`src/common/asym_fifo_pkg.sv`:
```
package asym_fifo_pkg;

	// ------------------------------------------------------------
	// Data path widths
	// ------------------------------------------------------------
	localparam int SUB_W         = 4;                       // Narrow push-side subword
	localparam int WORD_W        = 16;                      // RAM and pop-side word
	localparam int SUBS_PER_WORD = WORD_W / SUB_W;          // Subwords packed into one word
	localparam int SLOT_W        = $clog2(SUBS_PER_WORD);   // Slot index inside a word
	localparam int LAST_SLOT     = SUBS_PER_WORD - 1;       // Slot that completes a word

	// ------------------------------------------------------------
	// Storage and occupancy
	// ------------------------------------------------------------
	localparam int DEPTH  = 8;                   // Words held in the RAM
	localparam int ADDR_W = $clog2(DEPTH);       // RAM address width
	localparam int CNT_W  = $clog2(DEPTH + 1);   // Count must reach DEPTH itself

	// Flag thresholds in words
	localparam int AE_LVL = 2;                   // Almost empty at or below this
	localparam int AF_LVL = 2;                   // Almost full within this of full
	localparam int HF_CNT = DEPTH / 2;           // Half full threshold
	localparam int AF_CNT = DEPTH - AF_LVL;      // Almost full threshold

	// ------------------------------------------------------------
	// Word container
	// ------------------------------------------------------------
	// The packer builds a word one subword at a time
	// The RAM and the reader only ever see the flat word
	// sub[0] sits in the top nibble so the first pushed subword is the MSB
	typedef union packed
	{
		logic [WORD_W-1:0]                   word;   // RAM and data_out view
		logic [0:SUBS_PER_WORD-1][SUB_W-1:0] sub;    // Packer view
	} word_u;

endpackage

```
`src/fifo_ctl/fifo_ctl.sv`:
```
`timescale 1ns/10ps

module fifo_ctl import asym_fifo_pkg::*;
(
	input  logic              clk_push,
	input  logic              rst_n,
	input  logic              pop_req_n,      // Pop request, active low
	input  logic              word_ready,     // Packer offers a finished word
	input  logic              last_slot,      // Packer hold register at last slot
	output logic              wr_en,          // RAM write strobe, also accept to packer
	output logic [ADDR_W-1:0] wr_addr,
	output logic [ADDR_W-1:0] rd_addr,
	output logic              empty,
	output logic              almost_empty,
	output logic              half_full,
	output logic              almost_full,
	output logic              ram_full,
	output logic              push_full,      // RAM full and hold register at last slot
	output logic              push_error,     // Overrun pulse
	output logic              pop_error       // Underrun pulse
);

	logic [ADDR_W-1:0] wr_ptr;    // Next RAM entry to write
	logic [ADDR_W-1:0] rd_ptr;    // Head of the FIFO
	logic [CNT_W-1:0]  count;     // Words currently in the RAM
	logic              rd_en;     // Pop that actually removes a word

	// ------------------------------------------------------------
	// Write and read qualification
	// ------------------------------------------------------------
	// A word is only taken when the RAM has room
	// A pop in the same cycle does not free a slot early
	assign wr_en = word_ready & ~ram_full;
	assign rd_en = ~pop_req_n & ~empty;   // Pop on empty is ignored

	assign wr_addr = wr_ptr;
	assign rd_addr = rd_ptr;   // data_out follows this combinationally

	// ------------------------------------------------------------
	// Pointers
	// ------------------------------------------------------------
	// DEPTH is a power of two so the pointers wrap on their own
	always_ff @(posedge clk_push or negedge rst_n)
	begin
		if (!rst_n)
		begin
			wr_ptr <= '0;
			rd_ptr <= '0;
		end
		else
		begin
			if (wr_en)
				wr_ptr <= wr_ptr + 1'b1;   // Advance past the written word
			if (rd_en)
				rd_ptr <= rd_ptr + 1'b1;   // Expose the next word
		end
	end

	// Occupancy count
	always_ff @(posedge clk_push or negedge rst_n)
	begin
		if (!rst_n)
			count <= '0;
		else
		begin
			case ({wr_en, rd_en})
				2'b10:   count <= count + 1'b1;   // Write only
				2'b01:   count <= count - 1'b1;   // Pop only
				default: count <= count;          // Both or neither
			endcase
		end
	end

	// ------------------------------------------------------------
	// Level flags
	// ------------------------------------------------------------
	// All decoded from the registered count
	assign empty        = (count == '0);
	assign almost_empty = (count <= CNT_W'(AE_LVL));
	assign half_full    = (count >= CNT_W'(HF_CNT));
	assign almost_full  = (count >= CNT_W'(AF_CNT));
	assign ram_full     = (count == CNT_W'(DEPTH));

	// Completed words now have nowhere to wait
	assign push_full = ram_full & last_slot;

	// ------------------------------------------------------------
	// Error pulses
	// ------------------------------------------------------------
	// Registered so each lasts exactly the cycle after the refused request
	always_ff @(posedge clk_push or negedge rst_n)
	begin
		if (!rst_n)
		begin
			push_error <= 1'b0;
			pop_error  <= 1'b0;
		end
		else
		begin
			push_error <= word_ready & ram_full;   // Word offered but RAM full
			pop_error  <= ~pop_req_n & empty;      // Pop on an empty FIFO
		end
	end

	// ------------------------------------------------------------
	// Checks
	// ------------------------------------------------------------
	// Pointer distance matches the occupancy, full brings both pointers together
	a_ptr_cnt: assert property (@(posedge clk_push) disable iff (!rst_n)
		(wr_ptr - rd_ptr) == count[ADDR_W-1:0]);

	// Occupancy stays within the RAM across every write and pop
	a_cnt_range: assert property (@(posedge clk_push) disable iff (!rst_n)
		count <= CNT_W'(DEPTH));

endmodule

```
`src/hw/asym_fifo_top.sv`:
```
`timescale 1ns/10ps

module asym_fifo_top import asym_fifo_pkg::*;
(
	input  logic              clk_push,
	input  logic              rst_n,
	input  logic              push_req_n,
	input  logic              flush_n,
	input  logic              pop_req_n,
	input  logic [SUB_W-1:0]  data_in,        // 4-bit subword in
	output logic [WORD_W-1:0] data_out,       // 16-bit word out
	output logic              empty,
	output logic              almost_empty,
	output logic              half_full,
	output logic              almost_full,
	output logic              ram_full,
	output logic              push_full,
	output logic              part_wd,
	output logic              push_error,
	output logic              pop_error
);

	// Packer to control and RAM
	logic              word_ready;
	logic              last_slot;
	word_u             wr_word;
	// Control to packer and RAM
	logic              wr_en;
	logic [ADDR_W-1:0] wr_addr;
	logic [ADDR_W-1:0] rd_addr;

	// ------------------------------------------------------------
	// Push side packing
	// ------------------------------------------------------------
	subword_packer u_packer (
		.clk_push   (clk_push),
		.rst_n      (rst_n),
		.push_req_n (push_req_n),
		.flush_n    (flush_n),
		.data_in    (data_in),
		.wr_en      (wr_en),
		.word_ready (word_ready),
		.last_slot  (last_slot),
		.part_wd    (part_wd),
		.wr_word    (wr_word)
	);

	// Pointers, count, flags and errors
	fifo_ctl u_ctl (
		.clk_push     (clk_push),
		.rst_n        (rst_n),
		.pop_req_n    (pop_req_n),
		.word_ready   (word_ready),
		.last_slot    (last_slot),
		.wr_en        (wr_en),
		.wr_addr      (wr_addr),
		.rd_addr      (rd_addr),
		.empty        (empty),
		.almost_empty (almost_empty),
		.half_full    (half_full),
		.almost_full  (almost_full),
		.ram_full     (ram_full),
		.push_full    (push_full),
		.push_error   (push_error),
		.pop_error    (pop_error)
	);

	// Word storage, head word drives data_out directly
	word_ram u_ram (
		.clk_push (clk_push),
		.wr_en    (wr_en),
		.wr_addr  (wr_addr),
		.wr_word  (wr_word),
		.rd_addr  (rd_addr),
		.rd_word  (data_out)
	);

endmodule

```
`src/hw/subword_packer.sv`:
```
`timescale 1ns/10ps

module subword_packer import asym_fifo_pkg::*;
(
	input  logic             clk_push,
	input  logic             rst_n,
	input  logic             push_req_n,    // Subword push, active low
	input  logic             flush_n,       // Write out a partial word, active low
	input  logic [SUB_W-1:0] data_in,
	input  logic             wr_en,         // Control block took the word
	output logic             word_ready,    // Word offered to control
	output logic             last_slot,     // Next subword completes the word
	output logic             part_wd,       // Hold register has subwords in it
	output word_u            wr_word        // Assembled word toward the RAM
);

	logic [SLOT_W-1:0] slot;              // Position of the next subword
	logic [SUB_W-1:0]  hold [LAST_SLOT];  // Subwords waiting for the rest of the word
	logic              push;
	logic              flush;
	logic              take_sub;          // Subword goes into the hold register

	assign push  = ~push_req_n;
	assign flush = ~flush_n;

	assign last_slot = (slot == SLOT_W'(LAST_SLOT));

	// ------------------------------------------------------------
	// Word offer
	// ------------------------------------------------------------
	// Flush wins over push and data_in is dropped that cycle
	// A flush with nothing held offers nothing
	assign word_ready = flush ? part_wd : (push & last_slot);

	// Slots below the last are always taken, no RAM room needed
	assign take_sub = push & ~flush & ~last_slot;

	// Build the outgoing word
	always_comb
	begin
		for (int i = 0; i < LAST_SLOT; i++)
		begin
			if (i < int'(slot))
				wr_word.sub[i] = hold[i];   // Filled slot
			else
				wr_word.sub[i] = '0;        // Zero fill for a partial word
		end
		// Last slot comes straight from the input on a full word
		wr_word.sub[LAST_SLOT] = flush ? '0 : data_in;
	end

	// ------------------------------------------------------------
	// Hold register
	// ------------------------------------------------------------
	// Stale entries are masked by the slot on the way out
	always_ff @(posedge clk_push)
	begin
		if (take_sub)
			hold[slot] <= data_in;
	end

	// Slot counter and partial word flag
	always_ff @(posedge clk_push or negedge rst_n)
	begin
		if (!rst_n)
		begin
			slot    <= '0;
			part_wd <= 1'b0;
		end
		else if (wr_en)
		begin
			// Word written, start a fresh one
			slot    <= '0;
			part_wd <= 1'b0;
		end
		else if (take_sub)
		begin
			slot    <= slot + 1'b1;
			part_wd <= 1'b1;   // Word still incomplete
		end
		// Refused last-slot push or refused flush keeps everything
	end

	// ------------------------------------------------------------
	// Checks
	// ------------------------------------------------------------
	// Partial word flag is high exactly while subwords are held
	a_part_slot: assert property (@(posedge clk_push) disable iff (!rst_n)
		part_wd == (slot != '0));

endmodule

```
`src/hw/word_ram.sv`:
```
`timescale 1ns/10ps

module word_ram import asym_fifo_pkg::*;
(
	input  logic              clk_push,
	input  logic              wr_en,      // Write strobe from control
	input  logic [ADDR_W-1:0] wr_addr,
	input  word_u             wr_word,    // Packed word from the packer
	input  logic [ADDR_W-1:0] rd_addr,
	output logic [WORD_W-1:0] rd_word     // Head word toward data_out
);

	// ------------------------------------------------------------
	// Storage
	// ------------------------------------------------------------
	// Contents are undefined until written
	logic [WORD_W-1:0] mem [DEPTH];

	// Registered write port
	always_ff @(posedge clk_push)
	begin
		if (wr_en)
			mem[wr_addr] <= wr_word.word;   // Flat word view
	end

	// Combinational read so the head word shows without a pop
	assign rd_word = mem[rd_addr];

endmodule

```
`config.mk`:
```
export PLATFORM = sky130hd
export DESIGN_NAME = asym_fifo_top
export DESIGN_NICKNAME = d
export VERILOG_FILES = /design/src/common/asym_fifo_pkg.sv /design/src/fifo_ctl/fifo_ctl.sv /design/src/hw/asym_fifo_top.sv /design/src/hw/subword_packer.sv /design/src/hw/word_ram.sv
export SDC_FILE = /design/constraint.sdc
export NUM_CORES = 1
export LEC_CHECK = 0
export BUFFER_PORTS_ARGS = -buffer_cell sky130_fd_sc_hd__clkbuf_2
export CAP_MARGIN = 5
export CORE_AREA = 2 2 128 130
export CTS_CLUSTER_DIAMETER = 120
export CTS_CLUSTER_SIZE = 10
export DETAILED_ROUTE_END_ITERATION = 8
export DIE_AREA = 0 0 130 132
export GPL_TIMING_DRIVEN = 0
export PLACE_DENSITY = 0.59
export SLEW_MARGIN = 15
export SYNTH_ARGS = -nofsm -noshare
export SYNTH_HDL_FRONTEND = slang
export SYNTH_SLANG_ARGS = --single-unit
export TNS_END_PERCENT = 1
```
`constraint.sdc`:
```
create_clock -name clk_push -period 3.2 [get_ports clk_push]
set_input_delay 0.64 -clock clk_push [delete_from_list [all_inputs] [get_ports clk_push]]
set_output_delay 0.64 -clock clk_push [all_outputs]
set_load 0.03 [all_outputs]
```
# Word-level counts from Yosys, hierarchy flattened
# Memories as Yosys holds them, arrays and structs flattened.
# Cells that the tools add are included.
[classes]
addsub = 5
n_lt_le_gt_ge = 6
eq_ne = 4
mux = 14
n_bitwise = 13
reduce_logical = 3
[ops]
columns = ["op", "count"]
rows = [
  ["4-bit two-way mux", 4],
  ["1-bit bitwise AND", 8],
  ["4-bit by 3-bit >= comparator with 1-bit output (second input constant)", 2],
  ["4-bit one-hot mux with 2 select lines", 1],
  ["1-bit two-way mux", 7],
  ["3-bit by 1-bit adder with 3-bit output (second input constant)", 2],
  ["1-bit inverter", 5],
  ["4-bit by 1-bit adder with 4-bit output (second input constant)", 1],
  ["2-bit equality test (second input constant)", 2],
  ["4-bit equality test (second input constant)", 1],
  ["4-bit by 2-bit <= comparator with 1-bit output (second input constant)", 1],
  ["4-bit zero test", 1],
  ["1-bit by 2-bit < comparator with 1-bit output (first input constant)", 2],
  ["2-bit two-way mux", 2],
  ["2-bit nonzero test", 2],
  ["4-bit by 1-bit subtractor with 4-bit output (second input constant)", 1],
  ["2-bit by 1-bit adder with 2-bit output (second input constant)", 1],
  ["2-bit by 1-bit equality test with 1-bit output (second input constant)", 1],
  ["2-bit < comparator (first input constant)", 1],
]
[totals]
register_bits = 15
ram_bits = 140
in_bits = 9
out_inout_bits = 25
n_memories = 2
[memory_table]
columns = ["name", "depth", "word_bits", "rd", "rd_clocked_by_memory_dff", "wr", "line", "source"]
rows = [
  ["u_ram.mem", 8, 16, 1, 0, 1, "word_ram.sv:17", "logic [WORD_W-1:0] mem [DEPTH];"],
  ["u_packer.hold", 3, 4, 3, 0, 1, "subword_packer.sv:18", "logic [SUB_W-1:0] hold [LAST_SLOT];"],
]

# Longest topological paths before layout
# Gate-level depths: netlist of run 1.
[logic_depth]
depth_word = 6
mapped_depth = 10

# Cells and area by module
# A second synthesis of run 1 with hierarchy kept.
[unflattened]
cells_unflattened = 304
hier_area_um2 = 6387.4
[by_module_without_submodules]
columns = ["mod", "instances", "cells_per_inst", "area_per_inst_um2"]
rows = [
  ["word_ram", 1, 198, 4973.5],
  ["subword_packer", 1, 52, 730.7],
  ["fifo_ctl", 1, 54, 683.2],
]

# Least setup slack after synthesis of run 1
# OpenSTA, ideal clock, no wires.
[synth_timing]
path_type = "input-to-reg"
from = "input push_req_n"
to = "memory u_ram.mem[1][0] (enable)"
arrival_time_ns = 2.747
required_ns = 2.770
setup_slack_ns = 0.023
cell_stages = 4
path_cell_list = "and3b_1 o21a_4 inv_1 nor4_1"
[synth_between]
elab_chain_len = 6
[synth_rtl]
columns = ["item", "line", "source"]
rows = [
  ["from (decl)", "asym_fifo_top.sv:7", "input logic push_req_n,"],
  ["1-bit inverter", "subword_packer.sv:23", "assign push = ~push_req_n;"],
  ["1-bit bitwise AND", "subword_packer.sv:33", "assign word_ready = flush ? part_wd : (push & last_slot);"],
  ["1-bit two-way mux", "subword_packer.sv:33", ""],
  ["1-bit bitwise AND", "fifo_ctl.sv:33", "assign wr_en = word_ready & ~ram_full;"],
  ["1-bit two-way mux", "word_ram.sv:22", "if (wr_en)"],
  ["1-bit two-way mux (not written as such)", "word_ram.sv:23", "mem[wr_addr] <= wr_word.word;"],
  ["to (decl)", "word_ram.sv:17", ""],
]
# No other way between the ends.

# Worst setup path in the final report of run 1
[layout_timing]
from = "register u_packer.slot[1]"
to = "register u_ctl.count[3]"
[layout_between]
elab_chain_len = 6
elab_cells_between_ends = 8
cone_classes = "3 x eq/ne; 2 x mux; 2 x bitwise; 1 x reduce/logical"
[layout_rtl]
columns = ["item", "line", "source"]
rows = [
  ["from (decl)", "subword_packer.sv:17", "logic [SLOT_W-1:0] slot;"],
  ["from (signal assigned)", "subword_packer.sv:78", "slot <= slot + 1'b1;"],
  ["2-bit equality test (*)", "subword_packer.sv:26", "assign last_slot = (slot == SLOT_W'(LAST_SLOT));"],
  ["1-bit bitwise AND (*)", "subword_packer.sv:33", ""],
  ["1-bit two-way mux (*)", "subword_packer.sv:33", ""],
  ["1-bit bitwise AND (*)", "fifo_ctl.sv:33", ""],
  ["2-bit by 1-bit equality test with 1-bit output / 2-bit equality test (equally long branches)", "fifo_ctl.sv:66", "case ({wr_en, rd_en})"],
  ["4-bit one-hot mux with 2 select lines / 2-bit nonzero test (equally long branches)", "--", ""],
  ["to (signal assigned)", "fifo_ctl.sv:67", "2'b10: count <= count + 1'b1;"],
  ["to (signal assigned)", "fifo_ctl.sv:68", "2'b01: count <= count - 1'b1;"],
  ["to (signal assigned)", "fifo_ctl.sv:69", "default: count <= count;"],
  ["to (decl)", "fifo_ctl.sv:25", "logic [CNT_W-1:0] count;"],
]
# Every way passes the cells marked *; elsewhere a longest branch is shown, timed or not.
# A chain may end at the register's enable or synchronous reset.

==> out/metrics.cfg, run 1 <==
[status]
run_status=completed

[cts]
insertion_delay_ns=0.41
clock_transition_at_the_registers_of_the_reported_paths_ns=0.06
clock_tree.buffer_depth=2
clock_tree_from_tritoncts=built
cts_post_setup_buffers_inserted=0
htree_num_levels=4
cts_buffers=17
tritoncts_num_sinks=155
root_buffer=clkbuf_16
cts-hold-fix-buffers=0

[placed_design]
buffer_ports.inserted=33
dp.cells=572
globalplace.congestion=0.723
half_perimeter_wire_length_after_placement_um=8320

[timing]
hold_ws_ns=0.145
min_period_over_period=0.931
max_slew.worst_pin.slew_ns=1.03
final_period_minus_worst_setup_slack_ns=2.98
endpoints_failing_hold=0
max_freq_mhz=336
timing.slew.headroom=0.316
fin_skew_ns=0.00776
unrepaired_setup_endpoints_after_global_routing=false
accumulated_negative_setup_slack_ns=0
drv_slew=0
report.final.setup_viol=0

[detailed_routing]
drt-wirelength-per-cell_um=20.1
drt-initial-drc-count=246
detail_route.wirelength_um=12100
detail_route.first_pass.iterations=4
drt-vias-per-instance=4.94
dr_vias=2978
postRouteAntennaNets=0
detail_route.drc_violations=0

[hold_path]
class_of_the_tightest_hold_or_removal_check=input pin to async pin

[floorplanning]
io-pin-count=34
die-width_um=130
standard_cell_core_area_mm2=0.0157
start_util=0.397
die_area_mm2=0.0172
fp-row-count=46
height_of_the_die_um=132

[layout]
ff_latch_area_mm2=0.00458
synthesis_to_layout_area_growth_pct=18.5
insertedDiodeCount=0
final_cell_mix=140 x edfxtp_1, 35 x clkbuf_2, 32 x mux4_2
fin_cells=603
most_common_cell_after_layout_fill_and_taps_aside=edfxtp_1
nNetsFinal=393
final_layout_size_suffix_gt1_frac=0.385
multi_input_comb_area_mm2=0.00158
final.fill_count=1330

[critical_path]
setup.worst_path.class=flip-flop to flip-flop
cp_peak_stage_delay_ns=0.66
timing.critical_path.fanout_max=8
cp_data_arrival_time_ns=3.31
type_of_element_capturing_the_critical_path=flip-flop
critical-path-slowest-cell=or4b_2
crit_path_frequent_cell=ha_1
timing.critical_path.from_type=flip-flop
worst_ep_required_time_ns=3.53
crit_path_cell_trace=ha_1 > and3b_1 > o21a_4 > clkinvlp_4 > ha_1 > clkbuf_1 > or4b_2 > a21o_1 > o221ai_1
critPathTopFamily=simple AND/OR/NAND/NOR gates
wp_buf_inv=2

[synthesis]
synth-warning-count=0
synth_top_family_by_area=multiplexers
ys_ff_latch=155
synth_sequential_area_ratio=0.735
synth.cell_area_mm2=0.00623
xor_xnor_share_of_the_synthesized_area=0.00984
synth_compound_gate_area_share=0.0161
yosys-mux-area-fraction=0.152
synthesized_netlist_net_count=325
synth_fa_ha_area_frac=0.0181
mapped_avg_cell_area_um2=20.3
netlist_instances=307
yosys.area_share.simple=0.0524
post_synth_num_cell_types=42

[global_routing]
grt_first_pass_wirelength_um=19200
globalRouteOverflowTotal=0
globalRouteTotalUtil=0.156
antenna_found_initial=0
grt_start_max_net_pins=17
first_global_vias=3208

[power_and_ir_drop]
totalPowerFinal_w=0.00708
pwr_density_cell_mw_per_mm2=960
ir_worst_vdd_mv=0.470
total_leakage_power_nw=2.59

[run]
max_cap_viol_count=0

[registers in the layout, indices dropped and copies added (netlist names)]
name / cells
u_packer.hold: 12
u_packer.part_wd: 1
u_ctl.count: 4
u_ctl.pop_error: 1
u_ram.mem: 128
u_ctl.rd_addr: 3
u_packer.slot: 2
u_ctl.wr_addr: 3
u_ctl.push_error: 1
[final timing paths]
path                                                    from                           end  slack (ns)  depth (start not counted)
worst max-delay path            u_packer.slot[1]$_DFFE_PN0P_    u_ctl.count[3]$_DFFE_PN0P_        0.22                          9
worst min register to register  u_packer.part_wd$_DFFE_PN0P_  u_packer.part_wd$_DFFE_PN0P_        0.53                          2
worst max register to register  u_packer.slot[1]$_DFFE_PN0P_    u_ctl.count[3]$_DFFE_PN0P_        0.22                          9
min in group clk_push                              pop_req_n     u_ctl.pop_error$_DFF_PN0_        0.41                          2
worst min-delay path                                   rst_n    u_ctl.push_error$_DFF_PN0_        0.14                          1
max in group asynchronous                              rst_n  u_packer.slot[0]$_DFFE_PN0P_        2.76                          1
[cell type report]
class                   instances  area share
flip-flops and latches        155       0.620
multi-input cells             131       0.215
clock buffers                  19      0.0587
repair buffers                 49      0.0373
well taps                     216      0.0366
clock inverters                12      0.0176
plain buffers                  13      0.0102
inverters                       8     0.00458
[worst reg2reg max path: cells and delay by family (launching register included)]
family                   cells  cell delay (ns)
AO/OA/AOI/OAI                3             0.47
adder cells (fa/ha/maj)      2             0.65
buffers and inverters        2             0.40
flip-flops                   1             0.44
AND/OR/NAND/NOR              2             0.92
[power by group]
group / leakage (nW) / internal, W / switching, W / total (W)
Combinational: 0.833 / 0.000995 / 0.00146 / 0.00245
Clock: 0.280 / 0.00120 / 0.000726 / 0.00193
Sequential: 1.47 / 0.00256 / 0.000137 / 0.00270
Total: 2.59 / 0.00476 / 0.00232 / 0.00708
[metrics by stage]
step,instance area (um^2),worst slack [ns],util
2_1_floorplan,6230,0.0232,-
3_3_place_gp,6670,-2.00,0.424
3_5_place_dp,6810,0.152,0.434
4_1_cts,7380,0.167,0.470
5_1_grt,7380,0.0359,0.470
6_report,7380,0.220,0.470
[synthesized netlist by cell type, drive strengths merged]
library cell  count  area share
edfxtp          140        0.67
a21oi             2      0.0016
a21o              2      0.0024
and3b             1      0.0014
mux2             19       0.035
mux2i             1      0.0016
or2               1      0.0010
nor2              6      0.0036
clkbuf            4      0.0024
nand3b            1      0.0012
nor2b             7      0.0070
nor3              2      0.0016
o211ai            1      0.0012
o31ai             1      0.0012
nand2b            1      0.0010
mux4             32        0.12
o41ai             1      0.0014
nor3b             2      0.0024
dfrtp            15       0.060
nor4              5      0.0060
a2111oi           1      0.0024
xnor2             4      0.0056
o21a              2      0.0036
or4b              2      0.0038
buf               9      0.0092
nand2             3      0.0018
and2             16       0.016
o21ai             1     0.00080
ha                9       0.018
or4               1      0.0012
inv               8      0.0048
and4              2      0.0028
xor2              3      0.0042
or3b              1      0.0014
o221ai            1      0.0014
[routing by layer]
| metal | vias to the layer above | global-route usage | wire, um |
|---|---|---|---|
| met5 | - | 0 | 0 |
| li1 | 1360 | - | - |
| met3 | 13 | 0.0337 | 580 |
| met1 | 1532 | 0.222 | 5460 |
| met2 | 73 | 0.241 | 5930 |
| met4 | 0 | 0.0538 | 150 |
[what timing repair did]
item	4_1_cts	5_1_grt
gates resized for setup	2	1
endpoints found under the hold margin	0	0
endpoints found under the setup margin	9	1
[cells by family after synthesis]
family	Yosys count
AO/OA/AOI/OAI	12
XOR/XNOR	7
adder cells (fa/ha/maj)	9
buffers and inverters	21
flip-flops	155
multiplexers	52
AND/OR/NAND/NOR	51
(Power assumes the default switching activity.)
==> run 2, diff against run 1 <==
==> constraint.sdc (replaced) <==
create_clock -name clk_push -period 3.2 [get_ports clk_push]
set_input_delay 0.16 -clock clk_push [delete_from_list [all_inputs] [get_ports clk_push]]
set_output_delay 0.16 -clock clk_push [all_outputs]
set_load 0.03 [all_outputs]
==> run 2 against run 1 <==
  * Count of clock-buffer cells in the layout unchanged
  * Setup slack better by 0.0041 ns
  * Maximum frequency up 0.14%
  * Largest cell class unchanged
  * Critical path type unchanged
  * Clock power about the same
==> out/metrics.cfg, run 2 (synthesized netlist as in run 1, its figures left out) <==
[power_and_ir_drop]
intPower_w=0.00476
total_leakage_power_nw=2.59
net-switching-power_w=0.00233
netSwitchingFraction=0.328
combinationalPowerShare=0.347
ir_worst_vdd_mv=0.469
totalPowerFinal_w=0.00709
seq_power_share=0.381
pwr_density_cell_mw_per_mm2=957
power.clock.fraction=0.273

[layout]
biggestRegsByFlops=u_ram.mem (128), u_packer.hold (12), u_ctl.count (4)
nNetsFinal=396
final_layout_size_suffix_gt1_frac=0.377
insertedDiodeCount=0
synthesis_to_layout_area_growth_pct=18.9
final.fill_count=1326
final_cell_area_mm2=0.00741
max_flop_register=u_ram.mem
largest_register_ff_count=128
ff_latch_area_mm2=0.00458
most_common_cell_after_layout_fill_and_taps_aside=edfxtp_1
multi_input_comb_area_mm2=0.00158
final_cell_mix=140 x edfxtp_1, 33 x clkbuf_2, 32 x mux4_2
utilization=0.471

[placed_design]
globalplace.congestion=0.723
buffer_ports.inserted=33
placed_area_mm2=0.00681
half_perimeter_wire_length_after_placement_um=8320

[floorplanning]
die_area_mm2=0.0172
fp-row-count=46
start_util=0.397
standard_cell_core_area_mm2=0.0157
die-width_um=130
height_of_the_die_um=132
io-pin-count=34

[critical_path]
timing.critical_path.fanout_max=8
cp_data_arrival_time_ns=3.30
timing.critical_path.from_type=flip-flop
reg2reg_slack_ns=0.22
worst_ep_required_time_ns=3.53
type_of_element_capturing_the_critical_path=flip-flop
r2r-end=u_ctl.count[3]$_DFFE_PN0P_
crit-reg2reg-launch=u_packer.slot[1]$_DFFE_PN0P_
timing.reg2reg.worst_path_depth=9
setup.worst_path.class=flip-flop to flip-flop

[detailed_routing]
detail_route.wirelength_um=12200
drt-wirelength-per-cell_um=20.2
detail_route.drc_violations=0
postRouteAntennaNets=0
dr_vias=2992
detail_route.first_pass.iterations=4
drt-initial-drc-count=252
drt-vias-per-instance=4.94

[timing]
min_period_over_period=0.930
drv_slew=0
max_slew.worst_pin.slew_ns=1.00
final_period_minus_worst_setup_slack_ns=2.98
max_freq_mhz=336
endpoints_failing_hold=0
accumulated_negative_setup_slack_ns=0
unrepaired_setup_endpoints_after_global_routing=false
report.final.setup_viol=0
timing.slew.headroom=0.331
fin_skew_ns=0.00829

[global_routing]
globalRouteTotalUtil=0.157
grt_start_max_net_pins=17
grt_first_pass_wirelength_um=19200
antenna_found_initial=0
globalRouteOverflowTotal=0
first_global_vias=3231

[cts]
clock_tree_from_tritoncts=built
htree_num_levels=4
root_buffer=clkbuf_16
clock_tree.buffer_depth=2
cts_buffers=17
tritoncts_num_sinks=155
cts_post_setup_buffers_inserted=0
clock_transition_at_the_registers_of_the_reported_paths_ns=0.06
insertion_delay_ns=0.42

[run]
max_cap_viol_count=0

[hold_path]
holdPathEnd=u_packer.hold[0][1]$_DFFE_PP_
worst_hold_path.num_cells=1
class_of_the_tightest_hold_or_removal_check=input pin to flip-flop
hold_start=data_in[1]

[status]
run_status=completed

## run 2: worst max-delay path, stage by stage, from the launching register on
cell        delay [ns]
dfrtp_1           0.44
ha_1              0.34
and3b_1           0.26
o21a_4            0.21
clkinvlp_4        0.20
ha_1              0.31
clkbuf_1          0.21
or4b_2            0.66
a21o_1            0.18
o221ai_1          0.07
## run 2: area by class of cell
type / count / share of cell area
sequential: 155 / 0.618
tap: 216 / 0.0365
multi-input combinational: 131 / 0.214
buffer: 13 / 0.00980
clock inverter: 12 / 0.0176
clock buffer: 19 / 0.0584
timing repair buffer: 52 / 0.0412
inverter: 8 / 0.00456
## run 2: routing by layer
metal	share of wire	global-route usage	vias to the layer above	routed length, um
li1	-	-	1367	-
met1	0.46	0.222	1533	5580
met2	0.48	0.242	76	5900
met3	0.047	0.0337	16	580
met4	0.014	0.0538	0	166
met5	0	0	-	0
## run 2: worst max-delay path by stage
stage                                      start                    endpoint  slack [ns]  cells after the start
detailed placement    u_ctl.count[0]$_DFFE_PN0P_  u_ctl.count[3]$_DFFE_PN0P_        0.17                      8
floorplan           u_packer.slot[1]$_DFFE_PN0P_   u_ram.mem[1][0]$_DFFE_PP_        0.08                      5
finish              u_packer.slot[1]$_DFFE_PN0P_  u_ctl.count[3]$_DFFE_PN0P_        0.22                      9
CTS                   u_ctl.count[0]$_DFFE_PN0P_  u_ctl.count[3]$_DFFE_PN0P_        0.17                      8
global route        u_packer.slot[1]$_DFFE_PN0P_  u_ctl.count[3]$_DFFE_PN0P_        0.04                      9
global placement    u_packer.slot[1]$_DFFE_PN0P_   u_ram.mem[1][7]$_DFFE_PP_       -1.92                      5
## run 2: metrics by stage
step                      hold WS [ns]  instances  setup slack, ns
after detailed placement         0.113        572            0.168
after global placement           0.106        556            -1.92
final                          0.00530        606            0.225
after CTS                     0.000134        606            0.173
after global routing           0.00597        606           0.0359
after floorplan                 -0.136        307           0.0810
## run 2: timing repair
action | CTS | global route
setup endpoints to repair | 0 | 1
hold buffers | 3 | 0
resized for setup | 0 | 1
endpoints found under the hold margin | 19 | 0
## run 2: power by group through the flow
stage                     clock [W]  sequential, W  combinational (W)
after global placement            0        0.00272            0.00238
after detailed placement          0        0.00274            0.00250
after floorplan                   0        0.00271            0.00180
after CTS                   0.00196        0.00270            0.00251
after global routing        0.00203        0.00273            0.00269
final                       0.00193        0.00270            0.00246
==> run 3, diff against run 2 <==
Settings changed: MAX_ROUTING_LAYER from default to met4.
==> run 3 against run 2 <==
  * Clock skew rose by 0.0010 ns
  * Register-to-register slack barely moved
  * Combinational power barely moved
  * Sequential power barely moved
  * Total power barely moved
  * Via count rose by 0.87%
  * Sequential cell count did not move
  * Clock power barely moved
  * Sequential share of layout area did not move
  * Hold slack improved by 0.0060 ns
  * Design area did not move
  * Critical endpoint unchanged
==> out/metrics.cfg, run 3 (synthesized netlist as in run 1, its figures left out) <==
[detailed_routing]
detail_route.wirelength_um=12200
routed-wl-met3_um=466
dr_vias=3018
postRouteAntennaNets=0
drt-vias-per-instance=4.98
highest_metal_layer_with_signal_wires=met4
met2_length_um=5970
drt-initial-drc-count=225
routedLengthMet1_um=5680
detail_route.drc_violations=0
drt-wirelength-per-cell_um=20.2
detail_route.first_pass.iterations=4

[global_routing]
globalRouteTotalUtil=0.161
grt_first_pass_wirelength_um=19200
globalRouteOverflowTotal=0
first_global_vias=3229
antenna_found_initial=0
grt_start_max_net_pins=17

[layout]
nNetsFinal=396
max_flop_register=u_ram.mem
insertedDiodeCount=0
largest_register_ff_count=128
most_common_cell_after_layout_fill_and_taps_aside=edfxtp_1
biggestRegsByFlops=u_ram.mem (128), u_packer.hold (12), u_ctl.count (4)
synthesis_to_layout_area_growth_pct=18.9
final_layout_size_suffix_gt1_frac=0.377
final_cell_mix=140 x edfxtp_1, 33 x clkbuf_2, 32 x mux4_2
fin_cells=606

[power_and_ir_drop]
ir_worst_vdd_mv=0.469
total_leakage_power_nw=2.59
pwr_density_cell_mw_per_mm2=957
totalPowerFinal_w=0.00709

[critical_path]
timing.critical_path.fanout_max=8
reg2reg_slack_ns=0.24
critical-path-slowest-cell=or4b_2
crit_path_frequent_cell=ha_1
cp_peak_stage_delay_ns=0.66
critPathTopFamily=simple AND/OR/NAND/NOR gates
cp_data_arrival_time_ns=3.29
setup.worst_path.class=flip-flop to flip-flop
wp_buf_inv=2
worst_ep_required_time_ns=3.53
timing.critical_path.from_type=flip-flop
crit_path_cell_trace=ha_1 > and3b_1 > o21a_4 > clkinvlp_4 > ha_1 > clkbuf_1 > or4b_2 > a21o_1 > o221ai_1
type_of_element_capturing_the_critical_path=flip-flop

[timing]
max_slew.worst_pin.slew_ns=1.02
drv_slew=0
final_period_minus_worst_setup_slack_ns=2.96
min_period_over_period=0.926
report.final.setup_viol=0
endpoints_failing_hold=0
unrepaired_setup_endpoints_after_global_routing=false
hold_ws_ns=0.0113
accumulated_negative_setup_slack_ns=0
max_freq_mhz=337
timing.slew.headroom=0.323
fin_skew_ns=0.00933

[floorplanning]
start_util=0.397
standard_cell_core_area_mm2=0.0157
die-width_um=130
die_area_mm2=0.0172
height_of_the_die_um=132
fp-row-count=46
io-pin-count=34

[cts]
insertion_delay_ns=0.41
root_buffer=clkbuf_16
clock_transition_at_the_registers_of_the_reported_paths_ns=0.06
cts_buffers=17
htree_num_levels=4
clock_tree_from_tritoncts=built
tritoncts_num_sinks=155
clock_tree.buffer_depth=2

[placed_design]
buffer_ports.inserted=33
dp.cells=572
globalplace.congestion=0.731
half_perimeter_wire_length_after_placement_um=8320

[hold_path]
class_of_the_tightest_hold_or_removal_check=input pin to flip-flop

[run]
max_cap_viol_count=0

[status]
run_status=completed

==> run 3: power by group <==
| group | total [W] | internal (W) | switching, W |
|---|---|---|---|
| Sequential | 0.00270 | 0.00256 | 0.000137 |
| Clock | 0.00193 | 0.00120 | 0.000729 |
| Combinational | 0.00246 | 0.000996 | 0.00146 |
==> run 3: worst reg2reg max path: cells and delay by family (launching register included) <==
family	cells	cell delay, ns
DFF	1	0.44
and+or+nand+nor	2	0.92
AOI/OAI and AO/OA	3	0.46
adders and majority gates	2	0.64
buffers and inverters	2	0.41
==> run 3: stage by stage <==
stage,setup WS (ns),utilization,area [um^2]
3_3_place_gp,-1.92,0.424,6670
4_1_cts,0.173,0.471,7400
2_1_floorplan,0.0810,-,6230
6_report,0.236,0.471,7410
3_5_place_dp,0.168,0.434,6810
5_1_grt,0.0359,0.471,7410
==> run 3: worst paths after layout <==
| kind | startpoint | endpoint | cells past startpoint |
|---|---|---|---|
| hold / removal | data_in[2] | u_packer.hold[1][2]$_DFFE_PP_ | 1 |
| hold reg to reg | u_packer.part_wd$_DFFE_PN0P_ | u_packer.part_wd$_DFFE_PN0P_ | 2 |
| setup / recovery | u_packer.slot[1]$_DFFE_PN0P_ | u_ctl.count[3]$_DFFE_PN0P_ | 9 |
| max in group asynchronous | rst_n | u_packer.slot[0]$_DFFE_PN0P_ | 2 |
| min in group asynchronous | rst_n | u_ctl.push_error$_DFF_PN0_ | 2 |
| setup reg to reg | u_packer.slot[1]$_DFFE_PN0P_ | u_ctl.count[3]$_DFFE_PN0P_ | 9 |
==> run 3: metal layers <==
metal | up-vias | global-route usage
met1 | 1564 | 0.222
met2 | 74 | 0.242
met4 | 0 | 0.0538
met3 | 10 | 0.0333
met5 | - | -
li1 | 1370 | -
==> run 3: area by class of cell <==
type | instances | area [um^2]
Buffer | 13 | 72.6
Clock buffer | 19 | 433
Clock inverter | 12 | 130
Fill cell | 1326 | 8300
Inverter | 8 | 33.8
Multi-Input combinational cell | 131 | 1580
Sequential cell | 155 | 4580
Tap cell | 216 | 270
Timing Repair Buffer | 52 | 305
==> run 3: timing repair <==
item | 4_1_cts | 5_1_grt
hold endpoints to repair | 19 | 0
endpoints found under the setup margin | 0 | 1
gates resized for setup | 0 | 1
buffers inserted | 0 | 0
hold buffers | 3 | 0
